<file path="src/source/cfi_trace_defs.svh">
// Trace capture macros: core count, program-counter, word and metadata widths, FIFO depth
`ifndef CFI_TRACE_DEFS_SVH
`define CFI_TRACE_DEFS_SVH

// Number of cores feeding the trace path
`define CFI_TRACE_NUM_CORES 2

// Field widths
`define CFI_TRACE_PC_WIDTH   64
`define CFI_TRACE_WORD_WIDTH 32
`define CFI_TRACE_META_WIDTH 4

// Record buffer
`define CFI_TRACE_FIFO_DEPTH 8

`endif
</file>
<file path="src/source/cfi_trace_pkg.sv">
// Trace capture types: privilege level, record word, PC, metadata, FIFO level, trace record
`default_nettype none
`include "cfi_trace_defs.svh"

package cfi_trace_pkg;

  typedef enum logic [1:0] {
    PRIV_LVL_U = 2'b00,
    PRIV_LVL_S = 2'b01,
    PRIV_LVL_M = 2'b11
  } priv_lvl_t;

  typedef logic [`CFI_TRACE_PC_WIDTH-1:0]   pc_t;
  typedef logic [`CFI_TRACE_WORD_WIDTH-1:0] word_t;
  typedef logic [`CFI_TRACE_META_WIDTH-1:0] meta_t;

  // Occupancy 0 .. depth, inclusive
  typedef logic [$clog2(`CFI_TRACE_FIFO_DEPTH+1)-1:0] level_t;

  // Snooper record layout, 194 bits
  typedef struct packed {
    priv_lvl_t priv_lvl;
    word_t     pc_src_h;
    word_t     pc_src_l;
    word_t     pc_dst_h;
    word_t     pc_dst_l;
    word_t     metadata;
    word_t     opcode;
  } trace_t;

endpackage

`default_nettype wire

</file>
<file path="src/source/trace_pop_if.sv">
// FIFO read side: head record, occupancy, empty flag and pop strobe
`timescale 1ns/1ps
`default_nettype none

interface trace_pop_if;
  import cfi_trace_pkg::*;

  trace_t head;
  level_t level;
  logic   empty;
  // Consumes head at the clock edge
  logic   pop;

  modport fifo (
    output head,
    output level,
    output empty,
    input  pop
  );

  modport reader (
    input  head,
    input  level,
    input  empty,
    output pop
  );

endinterface

`default_nettype wire

</file>
<file path="src/source/trace_stream_if.sv">
// Formatted trace record stream from formatter to FIFO
`timescale 1ns/1ps
`default_nettype none

interface trace_stream_if;
  import cfi_trace_pkg::*;

  // Single-cycle push strobe
  logic   valid;
  trace_t record;
  // Index of the core the record came from
  logic   core;

  modport source (
    output valid,
    output record,
    output core
  );

  modport sink (
    input valid,
    input record,
    input core
  );

endinterface

`default_nettype wire

</file>
<file path="src/source/cfi_trace_subsystem.sv">
// Control-flow trace capture top: formatter, record FIFO and reader on plain ports
`timescale 1ns/1ps
`include "cfi_trace_defs.svh"
`default_nettype none

module cfi_trace_subsystem (
  input  logic                            clk_i,
  input  logic                            ndmreset_n,
  // Core trace inputs
  input  logic                            core_select_i,
  input  cfi_trace_pkg::pc_t              pc_src_i   [`CFI_TRACE_NUM_CORES-1:0],
  input  cfi_trace_pkg::pc_t              pc_dst_i   [`CFI_TRACE_NUM_CORES-1:0],
  input  cfi_trace_pkg::meta_t            metadata_i [`CFI_TRACE_NUM_CORES-1:0],
  input  cfi_trace_pkg::priv_lvl_t        priv_lvl_i [`CFI_TRACE_NUM_CORES-1:0],
  input  cfi_trace_pkg::word_t            instr_i    [`CFI_TRACE_NUM_CORES-1:0],
  input  logic [`CFI_TRACE_NUM_CORES-1:0] pc_valid_i,
  // Read side
  input  logic                            read_i,
  input  cfi_trace_pkg::level_t           watermark_i,
  output logic                            rd_valid_o,
  output cfi_trace_pkg::trace_t           rd_trace_o,
  output logic                            watermark_irq_o,
  output cfi_trace_pkg::word_t            dropped_count_o
);
  import cfi_trace_pkg::*;

  trace_stream_if stream_if ();
  trace_pop_if    pop_if ();

  // --------------------------------------------------------------------------
  // Capture
  // --------------------------------------------------------------------------
  trace_formatter i_trace_formatter (
    .clk_i         ( clk_i         ),
    .ndmreset_n    ( ndmreset_n    ),
    .core_select_i ( core_select_i ),
    .pc_src_i      ( pc_src_i      ),
    .pc_dst_i      ( pc_dst_i      ),
    .metadata_i    ( metadata_i    ),
    .priv_lvl_i    ( priv_lvl_i    ),
    .instr_i       ( instr_i       ),
    .pc_valid_i    ( pc_valid_i    ),
    .stream_o      ( stream_if     )
  );

  trace_fifo i_trace_fifo (
    .clk_i           ( clk_i           ),
    .ndmreset_n      ( ndmreset_n      ),
    .stream_i        ( stream_if       ),
    .pop_o           ( pop_if          ),
    .dropped_count_o ( dropped_count_o )
  );

  // --------------------------------------------------------------------------
  // Readout
  // --------------------------------------------------------------------------
  trace_reader i_trace_reader (
    .clk_i           ( clk_i           ),
    .ndmreset_n      ( ndmreset_n      ),
    .read_i          ( read_i          ),
    .watermark_i     ( watermark_i     ),
    .pop_i           ( pop_if          ),
    .rd_valid_o      ( rd_valid_o      ),
    .rd_trace_o      ( rd_trace_o      ),
    .watermark_irq_o ( watermark_irq_o )
  );

endmodule

`default_nettype wire

</file>
<file path="src/source/trace_reader.sv">
// Read strobe to FIFO pop, registered read data and watermark interrupt
`timescale 1ns/1ps
`default_nettype none

module trace_reader (
  input  logic                  clk_i,
  input  logic                  ndmreset_n,
  input  logic                  read_i,
  input  cfi_trace_pkg::level_t watermark_i,
  trace_pop_if.reader           pop_i,
  output logic                  rd_valid_o,
  output cfi_trace_pkg::trace_t rd_trace_o,
  output logic                  watermark_irq_o
);
  import cfi_trace_pkg::*;

  logic   pop;
  logic   rd_valid_q;
  logic   irq_q;
  trace_t rd_trace_q;

  // Reads on an empty FIFO are ignored
  assign pop       = read_i && !pop_i.empty;
  assign pop_i.pop = pop;

  always_ff @(posedge clk_i or negedge ndmreset_n) begin
    if (!ndmreset_n) begin
      rd_valid_q <= 1'b0;
      irq_q      <= 1'b0;
    end else begin
      rd_valid_q <= pop;
      irq_q      <= (pop_i.level >= watermark_i);
    end
  end

  // Holds last popped record until the next valid read
  always_ff @(posedge clk_i) begin
    if (pop) begin
      rd_trace_q <= pop_i.head;
    end
  end

  assign rd_valid_o      = rd_valid_q;
  assign rd_trace_o      = rd_trace_q;
  assign watermark_irq_o = irq_q;

  // Back-to-back pulses need a strobe on each of the two cycles before
  a_rd_valid_strobe: assert property (@(posedge clk_i) disable iff (!ndmreset_n)
    (rd_valid_q && $past(rd_valid_q)) |-> ($past(read_i) && $past(read_i, 2)))
    else $error("rd_valid_o repeated without read strobes");

endmodule

`default_nettype wire

</file>
<file path="src/source/trace_fifo.sv">
// Trace record FIFO with occupancy level, overflow drop and saturating drop counter
`timescale 1ns/1ps
`include "cfi_trace_defs.svh"
`default_nettype none

module trace_fifo (
  input  logic                 clk_i,
  input  logic                 ndmreset_n,
  trace_stream_if.sink         stream_i,
  trace_pop_if.fifo            pop_o,
  output cfi_trace_pkg::word_t dropped_count_o
);
  import cfi_trace_pkg::*;

  localparam int unsigned Depth    = `CFI_TRACE_FIFO_DEPTH;
  localparam int unsigned PtrWidth = (Depth > 1) ? $clog2(Depth) : 1;

  trace_t              mem_q [Depth];
  logic [PtrWidth-1:0] wr_ptr_q;
  logic [PtrWidth-1:0] rd_ptr_q;
  level_t              level_q;
  word_t               drop_cnt_q;

  logic full;
  logic empty;
  logic pop;
  logic push;
  logic overflow;

  assign full  = (level_q == level_t'(Depth));
  assign empty = (level_q == '0);
  assign pop   = pop_o.pop;
  // A pop in the same cycle frees a slot even when full
  assign push     = stream_i.valid && (!full || pop);
  assign overflow = stream_i.valid && full && !pop;

  // --------------------------------------------------------------------------
  // Pointers, level and drop count
  // --------------------------------------------------------------------------
  always_ff @(posedge clk_i or negedge ndmreset_n) begin
    if (!ndmreset_n) begin
      wr_ptr_q   <= '0;
      rd_ptr_q   <= '0;
      level_q    <= '0;
      drop_cnt_q <= '0;
    end else begin
      if (push) begin
        wr_ptr_q <= (wr_ptr_q == PtrWidth'(Depth-1)) ? '0 : wr_ptr_q + 1'b1;
      end
      if (pop) begin
        rd_ptr_q <= (rd_ptr_q == PtrWidth'(Depth-1)) ? '0 : rd_ptr_q + 1'b1;
      end
      case ({push, pop})
        2'b10:   level_q <= level_q + 1'b1;
        2'b01:   level_q <= level_q - 1'b1;
        default: level_q <= level_q;
      endcase
      // Saturates at all ones
      if (overflow && (drop_cnt_q != '1)) begin
        drop_cnt_q <= drop_cnt_q + 1'b1;
      end
    end
  end

  always_ff @(posedge clk_i) begin
    if (push) begin
      mem_q[wr_ptr_q] <= stream_i.record;
    end
  end

  assign pop_o.head      = mem_q[rd_ptr_q];
  assign pop_o.level     = level_q;
  assign pop_o.empty     = empty;
  assign dropped_count_o = drop_cnt_q;

  // Reader is responsible for checking empty
  a_no_pop_empty: assert property (@(posedge clk_i) disable iff (!ndmreset_n)
    pop |-> !empty)
    else $error("trace FIFO popped while empty");

  a_level_bound: assert property (@(posedge clk_i) disable iff (!ndmreset_n)
    level_q <= level_t'(Depth))
    else $error("trace FIFO level above depth");

endmodule

`default_nettype wire

</file>
<file path="src/source/trace_formatter.sv">
// Core trace selection and snooper record formatting with one register stage
`timescale 1ns/1ps
`include "cfi_trace_defs.svh"
`default_nettype none

module trace_formatter (
  input  logic                                clk_i,
  input  logic                                ndmreset_n,
  input  logic                                core_select_i,
  input  cfi_trace_pkg::pc_t                  pc_src_i   [`CFI_TRACE_NUM_CORES-1:0],
  input  cfi_trace_pkg::pc_t                  pc_dst_i   [`CFI_TRACE_NUM_CORES-1:0],
  input  cfi_trace_pkg::meta_t                metadata_i [`CFI_TRACE_NUM_CORES-1:0],
  input  cfi_trace_pkg::priv_lvl_t            priv_lvl_i [`CFI_TRACE_NUM_CORES-1:0],
  input  cfi_trace_pkg::word_t                instr_i    [`CFI_TRACE_NUM_CORES-1:0],
  input  logic [`CFI_TRACE_NUM_CORES-1:0]     pc_valid_i,
  trace_stream_if.source                      stream_o
);
  import cfi_trace_pkg::*;

  localparam int unsigned PcW   = `CFI_TRACE_PC_WIDTH;
  localparam int unsigned WordW = `CFI_TRACE_WORD_WIDTH;
  localparam int unsigned MetaW = `CFI_TRACE_META_WIDTH;

  pc_t    sel_src;
  pc_t    sel_dst;
  trace_t sel_trace;

  trace_t record_q;
  logic   valid_q;
  logic   core_q;

  // --------------------------------------------------------------------------
  // Selection and field rules
  // --------------------------------------------------------------------------
  always_comb begin
    sel_src = pc_src_i[core_select_i];
    sel_dst = pc_dst_i[core_select_i];

    sel_trace.priv_lvl = priv_lvl_i[core_select_i];
    // High words drop bit 63, low words drop bit 0
    sel_trace.pc_src_h = {1'b0, sel_src[PcW-2:WordW]};
    sel_trace.pc_src_l = {sel_src[WordW-1:1], 1'b0};
    sel_trace.pc_dst_h = {1'b0, sel_dst[PcW-2:WordW]};
    sel_trace.pc_dst_l = {sel_dst[WordW-1:1], 1'b0};
    sel_trace.metadata = {{(WordW-MetaW){1'b0}}, metadata_i[core_select_i]};
    sel_trace.opcode   = instr_i[core_select_i];
  end

  // --------------------------------------------------------------------------
  // Output stage
  // --------------------------------------------------------------------------
  always_ff @(posedge clk_i or negedge ndmreset_n) begin
    if (!ndmreset_n) begin
      valid_q <= 1'b0;
    end else begin
      // Unselected core's valid never gets here
      valid_q <= pc_valid_i[core_select_i];
    end
  end

  always_ff @(posedge clk_i) begin
    record_q <= sel_trace;
    core_q   <= core_select_i;
  end

  assign stream_o.valid  = valid_q;
  assign stream_o.record = record_q;
  assign stream_o.core   = core_q;

endmodule

`default_nettype wire

</file>
<file path="config.mk">
export PLATFORM = sky130hd
export DESIGN_NAME = cfi_trace_subsystem
export DESIGN_NICKNAME = d
export VERILOG_FILES = /design/src/source/cfi_trace_pkg.sv /design/src/source/trace_pop_if.sv /design/src/source/trace_stream_if.sv /design/src/source/cfi_trace_subsystem.sv /design/src/source/trace_reader.sv /design/src/source/trace_fifo.sv /design/src/source/trace_formatter.sv
export VERILOG_INCLUDE_DIRS = /design/src /design/src/source
export SDC_FILE = /design/constraint.sdc
export NUM_CORES = 2
export LEC_CHECK = 0
export BUFFER_PORTS_ARGS = -buffer_cell sky130_fd_sc_hd__buf_2
export CORE_MARGIN = 8
export CORE_UTILIZATION = 45
export DETAILED_ROUTE_END_ITERATION = 12
export PLACE_DENSITY = 0.71
export RECOVER_POWER = 50
export SLEW_MARGIN = 20
export SYNTH_ARGS = -nofsm -noshare
export SYNTH_HDL_FRONTEND = slang
export SYNTH_HIERARCHICAL = 1
export SYNTH_SLANG_ARGS = --single-unit
</file>
<file path="constraint.sdc">
create_clock -name clk_i -period 31.2 [get_ports clk_i]
set_clock_uncertainty 0.2 [all_clocks]
set_input_delay 1.56 -clock clk_i [delete_from_list [all_inputs] [get_ports clk_i]]
set_output_delay 1.56 -clock clk_i [all_outputs]
set_load 0.02 [all_outputs]
</file>
==> flow_summary.ini <==
[clocking]
htreeDepth = 4
root_buffer = clkbuf_16
cts_buffers = 190
cts_resized = 0
numClockSinks = 1953
path_clk_slew_ns = 0.06
cts_max_path_buffers = 3
cts_tree = built
cts_hold_buf = 0
clock_latency_ns = 0.81
postCtsSetupBuffers = 0

[drt]
drt-total-wl_um = 149000
vias_per_cell = 5.37
drc = 0
vias = 31900
dr.pass1.iters = 5
drtIter0Drc = 2600
wl_per_cell_um = 25.1
ant_nets = 0

[floorplan]
start_util = 0.454
core_sq_um = 159000
die_area_sq_um = 173000
die_x_um = 416
die_h_um = 416
pin_count = 570
std_cell_rows = 146

[timing]
final.setup.tns_ns = 0
min_period_over_period = 0.319
hold_violations = 0
fmax_mhz = 100
finalMaxSlewViolations = 911
slew_headroom = -4.25
worst_slew_pin_slew_ns = 7.87
finalCriticalPeriod_ns = 9.96
grt_setup_unrepaired = false
setup_viol = 0

[critical_path]
critPathArrivalTime_ns = 9.92
crit_type = input pin to register
end_kind = register
worst_r2r_path_depth = 5
critPathMaxFanout = 103
cp.required_ns = 31.15
critPathLaunchType = input pin

[layout]
drive_above_1_share = 0.399
stdcell_area_sq_um = 83100
multi_input_area_sq_um = 14100
nFillCells = 12100
stdcell_count = 5938
seqCellArea_sq_um = 56800
area_delta_synth_final_pct = 15.6
final_nets = 4052

[hold_path]
hold_class = register to register
hold_depth = 1

[pwr]
power_mw = 7.83
powerDensity_nw_per_um2 = 94.2
vdd_ir_drop_max_v = 0.0000572
p_leak_nw = 28.0

[outcome]
violations = capacitance limit, slew limit
status = complete, but fails checks

[logic_synthesis]
syn_area_sq_um = 71900
avgSynthCellArea_sq_um = 23.7
ys_warn_count = 6
synthCells = 3034

[global_route]
grt_use_total = 0.168
grt_use_met3 = 0.0294
grt_pass1_wl_um = 220000
use_met1 = 0.214
grt_max_degree = 104
grt-ovfl-total = 0
grt_busiest_layer = met2
antenna_found_initial = 1
grt_pass1_vias = 34300
use_met2 = 0.297

[placement]
dp_hpwl_um = 80400
post-place-cells = 5578
numPortBuffers = 561
placed_cell_area_sq_um = 77100
gp_congestion = 0.741

[flow_run]
maxCapViolCount = 14
report_power, final:
part	leakage (nW)	total, mW	switching [mW]	internal (mW)
clock network	3.11	2.29	0.974	1.32
logic	6.96	1.86	1.00	0.852
registers	17.9	3.68	0.220	3.46
total	28.0	7.83	2.20	5.63
state kept, by name (all words and copies together) (netlist names):
signal	flops
i_trace_fifo/rd_ptr_q	3
i_trace_fifo/pop_o.level	4
i_trace_fifo/wr_ptr_q	3
i_trace_reader/rd_valid_o	1
i_trace_reader/rd_trace_o	194
i_trace_formatter/stream_o.valid	1
i_trace_reader/watermark_irq_o	1
i_trace_fifo/mem_q	1552
i_trace_fifo/dropped_count_o	32
i_trace_formatter/stream_o.record	162
layer usage:
layer / wire length [um] / part of all wire / up-vias
met5: 0 / 0 / -
met4: 4510 / 0.030 / 0
met3: 6630 / 0.044 / 233
met2: 78200 / 0.52 / 844
met1: 59800 / 0.40 / 16900
li1: - / - / 13900
final timing paths:
check | slack, ns | end | startpoint
min in group asynchronous | 1.30 | i_trace_fifo/dropped_count_o[29] | ndmreset_n
max reg2reg | 21.34 | i_trace_reader/rd_trace_o[91] | i_trace_fifo/pop_o.level[1]
min reg2reg | 0.31 | i_trace_fifo/dropped_count_o[26] | i_trace_fifo/dropped_count_o[26]
max in group asynchronous | 27.76 | i_trace_fifo/rd_ptr_q[2] | ndmreset_n
max | 21.24 | i_trace_reader/rd_trace_o[91] | read_i
min | 0.31 | i_trace_fifo/dropped_count_o[26] | i_trace_fifo/dropped_count_o[26]
stage by stage:
stage          hold WS (ns)  utilization  setup slack, ns
2_1_floorplan         0.299            -            0.762
3_3_place_gp          0.274        0.486            24.97
3_5_place_dp          0.301        0.486            24.92
4_1_cts               0.308        0.527            24.89
5_1_grt               0.331        0.524            20.64
6_report              0.311        0.524            21.24
placed cells by master (no fill, tap or decap), types with 6 or more instances in the layout:
cell and n:
mux4_2 388, bufinv_16 15, nor3_1 14, buf_4 28, nor2_1 12, mux2_1 119, xnor2_1 14, mux2_2 243
clkbuf_8 22, nand2_1 17, nand3_1 12, clkinv_1 18, ha_1 10, inv_6 6, clkbuf_16 191, conb_1 32
xor2_1 19, buf_2 559, and3_1 6, clkinv_2 39, edfxtp_1 1746, nor4_1 8, clkbuf_1 53, dfrtp_1 43
clkinvlp_4 11, clkinv_16 8, dfxtp_1 162, nand4_1 13
critical path: stages:
cell and delay, ns:
buf_2 0.11, nor2b_4 0.13, clkbuf_1 2.26, clkbuf_1 5.41
cell type report:
class,count,share of cell area
clock inverter,104,0.0141
timing repair buffer,607,0.0384
sequential,1953,0.683
antenna,1,0.0000301
multi-input combinational,943,0.170
inverter,5,0.000226
clock buffer,253,0.0629
tap,2072,0.0312
Note: power is estimated with default switching activity, not from simulation.
